==> config.mk <==
export PLATFORM = sky130hd
export DESIGN_NAME = cache_req_port
export DESIGN_NICKNAME = d
export VERILOG_FILES = /design/src/rtl/cache_geom_pkg.sv /design/src/rtl/cache_op_pkg.sv /design/src/rtl/cache_req_port.sv
export SDC_FILE = /design/constraint.sdc
export NUM_CORES = 1
export LEC_CHECK = 0
export ABC_AREA = 1
export BUFFER_PORTS_ARGS = -buffer_cell sky130_fd_sc_hd__buf_2
export CAP_MARGIN = 25
export CORE_ASPECT_RATIO = 0.8
export CORE_MARGIN = 2
export CORE_UTILIZATION = 44
export CTS_CLUSTER_DIAMETER = 30
export DETAILED_ROUTE_END_ITERATION = 7
export PLACE_DENSITY = 0.8
export SYNTH_ARGS = -nofsm -noshare
export SYNTH_HDL_FRONTEND = slang
export SYNTH_SLANG_ARGS = --single-unit
==> constraint.sdc <==
create_clock -name clk -period 7.1 [get_ports clk]
set_input_delay 0 -clock clk [delete_from_list [all_inputs] [get_ports clk]]
set_output_delay 0 -clock clk [all_outputs]
set_load 0.02 [all_outputs]
==> src/rtl/cache_geom_pkg.sv <==
// Address geometry and storage types of the set-associative data cache.
// Referenced by scoped name from the RTL and the testbench.

`default_nettype none

package cache_geom_pkg;

    // address layout, msb to lsb: tag | set index | word select | byte offset
    localparam int ADDR_BITS      = 32;
    localparam int WORD_BITS      = 32;
    localparam int OFFSET_BITS    = 2;  // byte within word
    localparam int WORD_SEL_BITS  = 2;  // word within line

    localparam int WAYS           = 4;
    localparam int AGE_BITS       = 2;

    // 16 sets unless the top level overrides it
    localparam int DEF_INDEX_BITS = 4;

    // one data word
    typedef logic [WORD_BITS-1:0] word_t;

    // lru age, 0 is most recent
    typedef logic [AGE_BITS-1:0] age_t;

    // way number within a set
    typedef logic [1:0] way_t;

endpackage

`default_nettype wire

==> src/rtl/cache_op_pkg.sv <==
// Operation codes, access sizes and the request and response records
// that travel over the cache's handshake port.

`default_nettype none

package cache_op_pkg;

    typedef enum logic [1:0] {
        OP_LOAD  = 2'd0,
        OP_STORE = 2'd1,
        OP_FILL  = 2'd2
    } cache_op_e;

    typedef enum logic [1:0] {
        SIZE_BYTE = 2'd0,
        SIZE_HALF = 2'd1,
        SIZE_WORD = 2'd2
    } access_size_e;

    // 69 bits
    typedef struct packed {
        cache_op_e                              op;
        access_size_e                           size;
        logic                                   zero_ext;  // lbu / lhu style load
        logic [cache_geom_pkg::ADDR_BITS-1:0]   addr;
        cache_geom_pkg::word_t                  wdata;
    } cache_req_t;

    // 33 bits
    typedef struct packed {
        logic                   hit;
        cache_geom_pkg::word_t  rdata;
    } cache_resp_t;

endpackage

`default_nettype wire

==> src/rtl/cache_req_port.sv <==
// Four-phase req/ack port. Latches one request, strobes access for a
// single cycle, registers the response and holds ack until req drops.

`default_nettype none

module cache_req_port (
    input  wire logic                       clk,
    input  wire logic                       reset,
    input  wire logic                       req,
    input  wire cache_op_pkg::cache_req_t   request,
    output logic                            ack,
    output cache_op_pkg::cache_resp_t       response,
    output logic                            access,
    output cache_op_pkg::cache_req_t        cur_req,
    input  wire logic                       hit,
    input  wire cache_geom_pkg::word_t      load_value
);

    typedef enum logic [1:0] {
        IDLE,
        ACCESS,
        ACK
    } state_e;

    state_e state;

    always_ff @(posedge clk) begin
        if (reset) begin
            state    <= IDLE;
            response <= '0;
        end else begin
            case (state)
                IDLE: begin
                    if (req) begin
                        state <= ACCESS;
                    end
                end
                ACCESS: begin
                    state         <= ACK;
                    response.hit  <= hit;
                    // only a hitting load returns data
                    if (cur_req.op == cache_op_pkg::OP_LOAD && hit) begin
                        response.rdata <= load_value;
                    end else begin
                        response.rdata <= '0;
                    end
                end
                ACK: begin
                    if (!req) begin
                        state <= IDLE;
                    end
                end
                default: state <= IDLE;
            endcase
        end
    end

    // request capture, one per handshake
    always_ff @(posedge clk) begin
        if (state == IDLE && req) begin
            cur_req <= request;
        end
    end

    assign access = (state == ACCESS);
    assign ack    = (state == ACK);  // response already stable here

    // requester must hold the request until it sees ack
    a_req_stable: assert property (
        @(posedge clk) disable iff (reset)
        (req && $past(req) && !ack) |-> $stable(request)
    );

endmodule

`default_nettype wire

# Word level (Yosys, flattened, before mapping)
# Index checks and enable logic that the tools add are counted.
# totals
register_bits	104
inputBits	105
out_inout_bits	104
# op_classes
n_eq_ne	4
muxes	4
n_reduce_logical	5
# op_table
cell	n
2-to-1 mux 32 bit	1
case mux 2 bit (3 select lines)	1
logical NOT 2 bit	2
2-to-1 mux 2 bit	2
!= test 2 bit (second input constant)	2
== test 2 x 1 -> 1 bit (second input constant)	1
== test 2 bit (second input constant)	1
logical AND 1 bit	2
AND reduction 2 bit	1

# Depth between registers and ports, before layout
# logic_depth
depth_word	3
depth_mapped	6

# Least setup slack after synthesis
# OpenSTA, ideal clock, no wires.
# synth_timing
path_kind	reg2reg
from	register state[0]
to	register cur_req[0] (netlist name) (enable)
setup_time_ns	0.581
arrival_ns	5.088
required_ns	6.519
path_slack_ns	1.431
path_stages_with_launch	2
path_buffers	0
period_less_slack_ns	5.669
cell_sequence	dfxtp_1 nor3_1
# synth_between
elab_chain_cells	2
# synth_lines
element	line_no	text
start, declared	cache_req_port.sv:25	state_e state;
start signal, assigned	cache_req_port.sv:29	state <= IDLE;
start signal, assigned	cache_req_port.sv:35	state <= ACCESS;
start signal, assigned	cache_req_port.sv:39	state <= ACK;
logical NOT 2 bit	cache_req_port.sv:60	if (state == IDLE && req) begin
logical AND 1 bit	cache_req_port.sv:60	
end signal, assigned	cache_req_port.sv:61	cur_req <= request;
end, declared	cache_req_port.sv:14	output cache_op_pkg::cache_req_t cur_req,
# Every way passes these cells.
# A chain may end at the register's enable or synchronous reset.

# Worst setup path after layout
# layout_timing
from	register state[0]
to	output access
# layout_between
elab_chain_cells	1
# layout_lines
element	line_no	text
== test 2 x 1 -> 1 bit	cache_req_port.sv:65	assign access = (state == ACCESS);
end, declared	cache_req_port.sv:13	output logic access,
# Every way passes these cells.

==> summary by stage <==
Route
The total DRC errors in the routed layout is 0. The average via count per standard cell is approximately 4.7. The routed layout has 3415 vias.

Before antenna repair, the detailed router went through 4 iterations. The number of nets with antenna violations after routing is 0. The wire length per cell is 16.5 um. The first routing iteration left 147 violations. The final wirelength is 11900 um.

Cells and area
In the final layout, the share of cells above drive strength 1 is 0.426. The area of all placed cells without fillers is 0.00608 mm2. The non-filler instance count after layout is 721.

Once layout is complete, the utilization of the core stands at 0.727. The area added between synthesis and finish is 62.2%. For this run, the post-layout net count is 708.

Min path
The worst hold path passes through 3 cells. The path with the worst hold slack has its endpoint at response[16]. The kind of path behind the tightest hold check is input port to flop. In this run the most critical hold path is launched from hit.

Yosys
The dominant combinational cell family by area after synthesis is simple AND/OR/NAND/NOR gates. The number of synthesis warnings is 0. A synthesized cell averages 12.8 um2. The leading area contributor after synthesis is sky130_fd_sc_hd__edfxtp_1. Of the total synthesized cell area, the portion taken by full adders, half adders and majority gates is 0. The share of cell area taken by muxes after synthesis is 0. When the netlist entered floorplanning its net count stood at 399. The number of instances in the synthesized netlist is between 200 and 300. In this run the cell area of the synthesized design comes to between 0.003 and 0.004 mm2. The synthesized-area fraction occupied by xor and xnor cells is 0.

Of the total synthesized cell area, the portion taken by AND, OR, NAND and NOR gates is 0.118. The fraction of the mapped netlist area in compound gates is 0.0744. Of the post-synthesis cell area, the dominant cell type holds 0.552. The count of distinct cell types in the synthesized netlist is 18. The flip-flop and latch count after synthesis is about 100. For this run, the register share of the synthesized area comes to 0.739.

Yosys attributes the largest share of cell area to sky130_fd_sc_hd__edfxtp_1, sky130_fd_sc_hd__dfxtp_1, sky130_fd_sc_hd__a21oi_2.

Timing
Setup repair after global routing left no endpoint under its margin. The hold slack is between 150 and 200 ps. Counting I/O delays and the setup requirement, the final critical path takes 1870 ps. In this run the tightest slew margin relative to its limit is 0.322. The hold violation total from the final report is 0. Adding up every negative setup slack in the final design gives 0 ps. The transition at the pin with the smallest max-transition slack is 1020 ps.

Setup violations remaining at the end of the flow were counted as 0. The fraction of the cycle the final worst path needs is 0.263. The number of pins exceeding their max-slew limit in the final report is 0. The worst path setup slack after routing is 5230 ps. Derived from the worst setup path, the maximum achievable clock frequency is 0.535 GHz. Between clock sinks in the finished design, the worst skew comes to about 12 ps.

Placement
The final weighted congestion in routability-driven placement is 0.735. Summing all placed instances gives a cell area of 0.00485 mm2. OpenSTA, run right after detailed placement, puts the worst setup slack at 5310 ps. The detailed placement HPWL is 6670 um. The count of input and output buffers is 208. Counting tap cells, the placed design contains a total of 600 instances.

Clock tree
The clock drives 104 sinks. The clock latency of the later-clocked register in the worst-skew pair is 370 ps. The maximum clock path buffer count is 2. The number of setup buffers added after CTS is 0. After clock tree synthesis, the clock-pin slew on the worst setup and hold paths is 110 ps. CTS placed an instance of sky130_fd_sc_hd__clkbuf_8 at the clock tree root.

TritonCTS built the clock tree. The H-tree was split into 3 levels. The total clock buffers created by CTS is 9.

Die
The effective utilization at floorplan is 0.448. The die width is between 100 and 150 um. The overall die height is 86.6 um. The area of the die is 0.00928 mm2. The total core area is 0.00837 mm2.

Pin placement for this block handled 209 I/O pins. The total number of placement rows is 30.

Setup path
In this run the critical register-to-register path is captured at cur_req[56]. The startpoint of the most critical register-to-register path is state[0]. The kind of start point of the critical path is a flop.

The setup slack of the most critical reg-to-reg path is 5310 ps. The largest fanout on the critical path is 35. At the worst endpoint, the required time is 7100 ps. STA classifies the critical path endpoint as an output pin.

The critical path data arrival time is 1870 ps. Counting cells, the worst reg-to-reg path comes to 2. The kind of critical path is flop to output pin.

Global route
The overall overflow remaining after global route is 0. The number of antenna violations at the first check in global routing is 1. The maximum number of pins on one net before global-route repair is 67. The number of global-route vias before repair is 3313.

The total routing resource utilization after global routing is 0.248. The wire length of the first global-routing pass is 17100 um.

Pwr
The static leakage is roughly 2.8 nW. IR analysis of the VDD net gives a maximum drop of 0.130 mV. The overall power after layout is 1.30 mW. Power spread over the standard cell area amounts to around 210 mW/mm2.

Job
The number of maximum-capacitance violations is 0.

Status
The run finished with clean final reports.
[area by class of cell]
cell class                 count  area (um2)
antenna                        1        2.50
clock buffer                  10         128
clock inverter                 6        57.6
fill                         552        2290
inverter                      36         138
multi-input combinational    138         728
sequential                   104        2770
tap                          112         140
timing repair buffer         314        2120
[layer usage]
metal / wire length [um] / up-vias / GRT usage
met5: 0 / - / 0
li1: - / 1600 / -
met1: 4410 / 1627 / 0.261
met4: 269 / 0 / 0.0897
met2: 6370 / 168 / 0.479
met3: 840 / 20 / 0.0632
[critical path, stage by stage, from the launching register on]
cell and delay [ps]:
sky130_fd_sc_hd__dfxtp_1 450, sky130_fd_sc_hd__nand2_4 270, sky130_fd_sc_hd__inv_4 510, sky130_fd_sc_hd__buf_2 270
[worst max-delay path by stage]
stage,startpoint,end,cells after the start
detailed placement,state[0],cur_req[63],2
finish,state[0],access,3
global placement,cur_req[68],response[11],3
global route,state[0],access,3
floorplan,state[0],cur_req[0],1
CTS,state[0],access,3
[timing repair]
item | in CTS | in global routing
endpoints found under the hold margin | 103 | 0
resized for setup | 0 | 0
hold buffers | 104 | 0
[cell families (layout without fill, tap and decap cells)]
kind of cell / after synthesis / count (layout)
other: 0 / 1
flip-flops: 104 / 104
buffers and inverters: 52 / 366
AND/OR/NAND/NOR: 104 / 104
AO/OA/AOI/OAI: 34 / 34
[power breakdown]
| group | switching, mW | internal, mW |
|---|---|---|
| registers | 0.0167 | 0.692 |
| clock network | 0.217 | 0.137 |
| logic | 0.138 | 0.102 |
| total | 0.371 | 0.931 |
[Yosys cell counts]
master	number
sky130_fd_sc_hd__a21oi_1	4
sky130_fd_sc_hd__nand2_4	1
sky130_fd_sc_hd__a21oi_2	29
sky130_fd_sc_hd__buf_2	9
sky130_fd_sc_hd__inv_2	1
sky130_fd_sc_hd__nor3_1	1
sky130_fd_sc_hd__nor2_1	3
sky130_fd_sc_hd__nand3_1	32
sky130_fd_sc_hd__dfxtp_1	35
sky130_fd_sc_hd__inv_1	34
sky130_fd_sc_hd__clkbuf_2	1
sky130_fd_sc_hd__o21ai_0	1
sky130_fd_sc_hd__buf_6	6
sky130_fd_sc_hd__nor2_2	1
sky130_fd_sc_hd__inv_4	1
sky130_fd_sc_hd__nand2_1	65
sky130_fd_sc_hd__edfxtp_1	69
sky130_fd_sc_hd__nor4_1	1
[layout by cell type (no fill, tap or decap), drive strengths merged, types with 2 or more instances in the layout]
master       Yosys  final
buf             15    210
dlygate4sd3      0    104
edfxtp          69     69
nand2           66     66
inv             36     40
dfxtp           35     35
a21oi           33     33
nand3           32     32
clkbuf           1     10
nor2             4      4
clkinv           0      2
[flip-flops by register name, summed over array words and instances (netlist names)]
register	count
cur_req	69
state	2
response	33
(Power assumes the default switching activity.)
