`src/rtl/cache_geom_pkg.sv`:
```
// Address geometry and storage types of the set-associative data cache.
// Referenced by scoped name from the RTL and the testbench.

`default_nettype none

package cache_geom_pkg;

    // address layout, msb to lsb: tag | set index | word select | byte offset
    localparam int ADDR_BITS      = 32;
    localparam int WORD_BITS      = 32;
    localparam int OFFSET_BITS    = 2;  // byte within word
    localparam int WORD_SEL_BITS  = 2;  // word within line

    localparam int WAYS           = 4;
    localparam int AGE_BITS       = 2;

    // 16 sets unless the top level overrides it
    localparam int DEF_INDEX_BITS = 4;

    // one data word
    typedef logic [WORD_BITS-1:0] word_t;

    // lru age, 0 is most recent
    typedef logic [AGE_BITS-1:0] age_t;

    // way number within a set
    typedef logic [1:0] way_t;

endpackage

`default_nettype wire

```
`src/rtl/cache_op_pkg.sv`:
```
// Operation codes, access sizes and the request and response records
// that travel over the cache's handshake port.

`default_nettype none

package cache_op_pkg;

    typedef enum logic [1:0] {
        OP_LOAD  = 2'd0,
        OP_STORE = 2'd1,
        OP_FILL  = 2'd2
    } cache_op_e;

    typedef enum logic [1:0] {
        SIZE_BYTE = 2'd0,
        SIZE_HALF = 2'd1,
        SIZE_WORD = 2'd2
    } access_size_e;

    // 69 bits
    typedef struct packed {
        cache_op_e                              op;
        access_size_e                           size;
        logic                                   zero_ext;  // lbu / lhu style load
        logic [cache_geom_pkg::ADDR_BITS-1:0]   addr;
        cache_geom_pkg::word_t                  wdata;
    } cache_req_t;

    // 33 bits
    typedef struct packed {
        logic                   hit;
        cache_geom_pkg::word_t  rdata;
    } cache_resp_t;

endpackage

`default_nettype wire

```
`src/rtl/byte_lanes.sv`:
```
// Byte-lane unit: extracts and extends load data from the addressed word,
// and merges store data into it. Purely combinational.

`default_nettype none

module byte_lanes (
    input  wire cache_op_pkg::cache_req_t   cur_req,
    input  wire cache_geom_pkg::word_t      stored_word,
    output cache_geom_pkg::word_t           load_value,
    output cache_geom_pkg::word_t           merged_word
);

    logic [1:0]  offset;
    logic [7:0]  sel_byte;
    logic [15:0] sel_half;

    assign offset   = cur_req.addr[1:0];
    assign sel_byte = stored_word[{offset, 3'b000} +: 8];
    assign sel_half = offset[1] ? stored_word[31:16] : stored_word[15:0];

    always_comb begin
        case (cur_req.size)
            cache_op_pkg::SIZE_BYTE: begin
                load_value = cur_req.zero_ext ? {24'b0, sel_byte} : {{24{sel_byte[7]}}, sel_byte};
            end
            cache_op_pkg::SIZE_HALF: begin
                load_value = cur_req.zero_ext ? {16'b0, sel_half} : {{16{sel_half[15]}}, sel_half};
            end
            default: load_value = stored_word;  // word ignores offset
        endcase
    end

    // only the addressed lanes take new data
    always_comb begin
        merged_word = stored_word;
        case (cur_req.size)
            cache_op_pkg::SIZE_BYTE: begin
                merged_word[{offset, 3'b000} +: 8] = cur_req.wdata[7:0];
            end
            cache_op_pkg::SIZE_HALF: begin
                merged_word[{offset[1], 4'b0000} +: 16] = cur_req.wdata[15:0];
            end
            default: merged_word = cur_req.wdata;
        endcase
    end

endmodule

`default_nettype wire

```
`config.mk`:
```
export PLATFORM = sky130hd
export DESIGN_NAME = byte_lanes
export DESIGN_NICKNAME = d
export VERILOG_FILES = /design/src/rtl/cache_geom_pkg.sv /design/src/rtl/cache_op_pkg.sv /design/src/rtl/byte_lanes.sv
export SDC_FILE = /design/constraint.sdc
export NUM_CORES = 1
export LEC_CHECK = 0
export ABC_AREA = 1
export BUFFER_PORTS_ARGS = -buffer_cell sky130_fd_sc_hd__buf_2
export CAP_MARGIN = 20
export CELL_PAD_IN_SITES_DETAIL_PLACEMENT = 1
export CELL_PAD_IN_SITES_GLOBAL_PLACEMENT = 2
export CORE_MARGIN = 2
export CORE_UTILIZATION = 17
export DETAILED_ROUTE_END_ITERATION = 7
export PLACE_DENSITY_LB_ADDON = 0.3
export SLEW_MARGIN = 25
export SYNTH_ARGS = -nofsm -noshare
export SYNTH_HDL_FRONTEND = slang
export SYNTH_SLANG_ARGS = --single-unit
```
`constraint.sdc`:
```
create_clock -name vclk -period 4.1
set_input_delay 0.205 -clock vclk [all_inputs]
set_output_delay 0.205 -clock vclk [all_outputs]
set_load 0.02 [all_outputs]
```
== Yosys cells after proc, flatten, opt, wreduce, memory -nomap -nowiden ==
Cells that the tools add are included.
Operators by class
  shift-type cells: 5
  mux-type cells: 7
  $add $sub $neg: 2
  reductions and logical operators: 1
  eq/ne operators: 1
Operators with widths (number)
  32-bit case mux with 2 select lines: 2
  32-bit bitwise mux: 2
  32-bit 2-to-1 mux: 2
  16-bit by 7-bit variable shift with 32-bit output, first input constant: 1
  8-bit by 7-bit variable shift with 32-bit output, first input constant: 1
  16-bit by 7-bit variable part select with 32-bit output: 1
  32-bit by 6-bit variable part select with 8-bit output: 1
  8-bit by 7-bit variable part select with 32-bit output: 1
  16-bit 2-to-1 mux: 1
  5-bit negator with 7-bit output: 2
  2-bit by 1-bit == test with 1-bit output, second input constant: 1
  2-bit zero test: 1
Storage, ports and cells
  word-level logic and storage cells: 16
  input port bits: 101
  register bits: 0
  output and inout port bits: 64

== Longest topological paths before layout ==
Gate-level depths: netlist (run 1).
  word-level depth: 4
  depth in mapped cells: 9
  gate-level depth less buffers: 8

== Worst setup path before layout (run 1) ==
No wires, ideal clock.
  kind: input -> output
  from: input cur_req[33] (netlist bit)
  to: output merged_word[10]
  setup slack: 2369 ps
  required time: 3895 ps
  arrival: 1526 ps
  buffers on the path: 1
  stages: 9
  path through: inv_2 buf_2 ha_1 inv_1 nor2_2 nand2_1 o22ai_1 nand2_1 nand2_1
On the way
  cells in the longest elaborated chain, start to end: 4
  elaborated cells on any way between the ends: 9
  those cells by class: add/sub: 2; shift: 4; mux: 3
Ends and longest elaborated chain
  from (decl): line byte_lanes.sv:7  | input wire cache_op_pkg::cache_req_t cur_req,
  5-bit negator with 7-bit output, on equally long branches: line byte_lanes.sv:41, byte_lanes.sv:38
  16-bit by 7-bit variable part select with 32-bit output, or another cell as far along: line byte_lanes.sv:41  | merged_word[{offset[1], 4'b0000} +: 16] = cur_req.wdata[15:0];
  32-bit bitwise mux, on equally long branches: line byte_lanes.sv:41, byte_lanes.sv:38
  32-bit case mux with 2 select lines *: line byte_lanes.sv:36  | case (cur_req.size)
  to (decl): line byte_lanes.sv:10  | output cache_geom_pkg::word_t merged_word
Every way passes the cells marked *; elsewhere a longest branch is shown, timed or not.

== Final worst setup path (run 1) ==
  from: input cur_req[32] (netlist bit)
  to: output merged_word[13]
On the way
  cells in the longest elaborated chain, start to end: 4
  elaborated cells on any way between the ends: 5
  those cells by class: add/sub: 1; shift: 2; mux: 2
Ends and longest elaborated chain
  5-bit negator with 7-bit output *: line byte_lanes.sv:38  | merged_word[{offset, 3'b000} +: 8] = cur_req.wdata[7:0];
  8-bit by 7-bit variable part select with 32-bit output or 8-bit by 7-bit variable shift with 32-bit output (tied branches): line byte_lanes.sv:38
  32-bit bitwise mux *: line byte_lanes.sv:38
  32-bit case mux with 2 select lines *: line byte_lanes.sv:36
Marks and branches as above.

==> results of run 1 <==
==> power groups by stage <==
stage	Combinational, uW	Sequential, uW	Clock (uW)
after floorplan	241	0	0
after global placement	391	0	0
after detailed placement	395	0	0
after CTS	397	0	0
after global routing	432	0	0
final	392	0	0
==> cells in the final DEF (no fill, tap or decap), types with 5 or more instances in the layout <==
cell type / n
a21oi_1: 23
a22oi_1: 8
buf_2: 133
ha_1: 5
inv_1: 38
nand2_1: 227
nand3_1: 38
nand4_1: 9
o211ai_1: 7
o21ai_0: 14
o22ai_1: 16
==> tightest hold or removal path, cell delays in order <==
cell	delay, ps
buf_2	70
a21oi_1	50
nand2_1	60
buf_2	150
==> worst max path at each step <==
stage | start | endpoint | cells after the start
floorplan | cur_req[33] | merged_word[10] | 9
global placement | cur_req[32] | merged_word[11] | 10
detailed placement | cur_req[32] | merged_word[13] | 10
CTS | cur_req[32] | merged_word[11] | 10
global route | cur_req[32] | merged_word[12] | 10
finish | cur_req[32] | merged_word[13] | 10
==> metrics by stage <==
stage	worst slack (ps)	hold WS [ps]	total power [uW]	cells	cell area, um^2
floorplan	2370	580	241	427	1960
global placement	1320	747	391	679	2690
detailed placement	1290	746	395	679	2690
CTS	1280	750	397	679	2690
global route	1040	756	432	679	2690
finish	1250	747	392	679	2690
==> logic make-up after synthesis <==
logic type	count (synthesis)	synth area share
buffers and inverters	69	0.153
AND/OR/NAND/NOR	282	0.596
adder cells (fa/ha/maj)	5	0.0319
AO/OA/AOI/OAI	71	0.218
==> area by class of cell <==
class,instances,area [um^2],area share
inverter,42,160,0.0596
multi-input combinational,358,1660,0.618
tap,143,179,0.0666
timing repair buffer,136,688,0.256
==> routing by layer <==
layer  GRT usage  share of wire  vias up
met5           0              0        -
li1            -              -     1599
met1       0.240           0.50     1402
met4     0.00165              0        0
met2       0.277           0.45      104
met3      0.0136          0.056        0
==> impl_metrics.toml, run 1 <==
[synth]
yosysTopAreaCellShare = 0.435
synth_top_area_cell = "nand2_1"
postSynthAreaPerCell_um2 = 4.59
synth_fp_nets = 533
synth.distinct_cells = 24
synthCells = 427
yosysMostFrequentCell = "nand2_1"
yosysWarnings = 0
ys_seq_area_frac = 0
yosys-top-cells-area = "nand2_1 (43%), nand3_1 (9.7%), inv_1 (7.3%)"
synthesis.area_um2 = 1960
synth.top_cells.by_count = "nand2_1 (227), inv_1 (38), nand3_1 (38), a21oi_1 (23), o22ai_1 (16)"

[critical_path]
path_max_fanout = 42
crit_path_top_delay_cell = "buf_2"
cpMostUsedCell = "nand2_1"
arrival_ps = 2640
critical-path-top-delay-family = "buffers and inverters"
path_cells = "buf_2, inv_1, ha_1, inv_1, nor2_2, nand2_1, o22ai_1, nand2_1, nand2_1, buf_2"
critical_path_required_ps = 3890
worstSetupEndpointType = "output pin"
crit_buf_inv = 4
criticalPathCategory = "in2out"
max_stage_delay_ps = 550
start_kind = "primary input"

[global_routing]
grt_usage = 0.163
antenna_found_initial = 0
grt_max_degree = 44
grt_pass1_wl_um = 16700
grt_pass1_vias = 3013
gr-total-overflow = 0

[layout]
regArea_um2 = 0
clock_buffers = 0
syn_to_final_growth_pct = 37.1
fillers = 1587
drive_gt1_frac = 0.274
nets = 644
n_antenna_cell = 0
nFlopsAndLatches = 0
fin_util = 0.237

[sta]
rsz0062_at_grt = "false"
fin_crit_sh = 0.695
slew_violations = 0
setup_violations = 0
worst_slew_pin_slew_ps = 832
relSlewSlack = 0.446
fin_setup_tns_ps = 0
hold_viol = 0
min_period_ps = 2850
clock.fmax_mhz = 351

[cts]
postCtsHoldBufs = 0
postCtsSetupRepairBufs = 0
ctsResizeCount = 0

[die]
core_area_um2 = 11300
rows = 39
initial_core_util = 0.173
die_y_um = 111
io_pins = 165
dieArea_um2 = 12400
dieWidth_um = 111

[detailed_routing]
vias = 3105
drtPass1Iterations = 4
drc_errors = 0
wl_per_cell_um = 16.0
drt-total-wl_um = 10900
initialDrtViolationCount = 161
ant_nets = 0
via_per_inst = 4.57

[min_path]
hold_start = "cur_req[23]"
holdPathStages = 4
worst_hold_path.endpoint = "merged_word[23]"
hold_path.class = "in2out"

[place]
port_buffers = 133
routabilityCongestion = 0.827
post-dp-hpwl_um = 8290

[run_status]
status = "finished clean"

[power_and_ir_drop]
power.switching_uw = 265
p_sw_frac = 0.676
powerDensity_nw_per_um2 = 146
leakage_uw = 0.00167
ir_worst_vdd_mv = 0.0410
combPwrFrac = 1.000
p_clk_frac = 0
power_frac_seq = 0
internal_power_uw = 127

[job]
cap_viol_max_count = 0
No activity file was read; power rests on OpenSTA's default activity.
==> run 2, diff against run 1 <==
- CORE_UTILIZATION: 17 -> 16
- clock period: 4.1 -> 2.77 ns (I/O delays scaled with it)
==> run 2 against run 1 <==
Against the previous run:
- non-clock buffer count increased by 7
- sequential share of layout area stayed put
- combinational power increased by 50%
- flip-flop and latch count did not move
- routed wire length is 1.7% higher
- die area grew 6.0%
- worst hold slack lost 140 ps
- utilization fell by 0.79 points
- power increased by 50%
- critical endpoint is now load_value[22]
- largest cell class unchanged
- largest power group unchanged
- highest routed layer is now met4
==> impl_metrics.toml, run 2 (synthesized netlist as in run 1, its figures left out) <==
[global_routing]
grt_max_degree = 34
grt_usage = 0.166
antenna_found_initial = 0
grt_pass1_wl_um = 17500
grt_pass1_vias = 3150
gr-total-overflow = 0

[die]
initial_core_util = 0.164
core_area_um2 = 12000
rows = 40
dieWidth_um = 115
dieArea_um2 = 13100
io_pins = 165
die_y_um = 115

[job]
cap_viol_max_count = 0

[critical_path]
arrival_ps = 2160
crit_path_top_delay_cell = "nand4_2"
critical-path-top-delay-family = "simple AND/OR/NAND/NOR gates"
startpoint = "cur_req[33]"
start_kind = "primary input"
worst-path-stages = 7
crit_buf_inv = 3
path_max_fanout = 33
critical_path_required_ps = 2630
worstSetupEndpointType = "output pin"
path_cells = "buf_2, buf_4, nand2_1, nand3_1, nand4_2, nand3_1, buf_2"
max_stage_delay_ps = 610
criticalPathCategory = "in2out"

[sta]
worst_slew_pin_slew_ps = 758
slew_violations = 0
fin_crit_sh = 0.830
fin_setup_tns_ps = 0
rsz0062_at_grt = "false"
clock.fmax_mhz = 435
hold_viol = 0
setup_violations = 0
relSlewSlack = 0.494
min_period_ps = 2300

[min_path]
holdPathStages = 4
hold_start = "cur_req[18]"
hold_path.class = "in2out"

[cts]
ctsResizeCount = 0
postCtsSetupRepairBufs = 0
postCtsHoldBufs = 0

[place]
routabilityCongestion = 0.779
post-dp-hpwl_um = 8910
port_buffers = 133

[detailed_routing]
drtPass1Iterations = 4
drc_errors = 0
ant_nets = 0
initialDrtViolationCount = 174
wl_per_cell_um = 16.1
vias = 3158
drt-total-wl_um = 11100
via_per_inst = 4.58

[layout]
syn_to_final_growth_pct = 40.0
fillers = 1664
nets = 651
clock_buffers = 0
drive_gt1_frac = 0.284
regArea_um2 = 0
final_common_cell = "nand2_1"
nFlopsAndLatches = 0
n_antenna_cell = 0
mostFrequentLayoutCells = "nand2_1 (227), buf_2 (133), inv_1 (38), nand3_1 (38), a21oi_1 (23)"

[power_and_ir_drop]
powerDensity_nw_per_um2 = 214
ir_worst_vdd_mv = 0.0533
leakage_uw = 0.00170
p_total_uw = 588

[run_status]
status = "finished clean"
[run 2: where the power goes]
part	leakage [uW]	internal (uW)	total, uW	switching, uW
clock network	0	0	0	0
logic	0.00170	195	588	394
registers	0	0	0	0
total	0.00170	195	588	394
[run 2: routing by layer]
layer / track usage / wire length, um / up-vias
li1: - / - / 1611
met1: 0.245 / 5500 / 1448
met2: 0.273 / 4940 / 97
met3: 0.0175 / 604 / 2
met4: 0.00569 / 29 / 0
met5: 0 / 0 / -
[run 2: path summary, 6_finish.rpt]
| path | to | slack, ps |
|---|---|---|
| setup / recovery | load_value[22] | 470 |
| hold / removal | merged_word[18] | 610 |
[run 2: area by class of cell]
cell class	count	area (um^2)	share of cell area
Inverter	42	160	0.0584
Multi-Input combinational cell	358	1660	0.605
Tap cell	147	184	0.0670
Timing Repair Buffer	143	741	0.270
[run 2: metrics by stage]
stage          utilization  instance area [um^2]  hold WS (ps)  setup WS (ps)  std cells
6_report             0.229                  2740           608            472        690
5_1_grt              0.229                  2740           634            239        690
4_1_cts              0.229                  2740           611            419        690
3_5_place_dp         0.229                  2740           608            418        690
3_3_place_gp         0.229                  2740           617            468        690
2_1_floorplan            -                  1960           447           1170        427
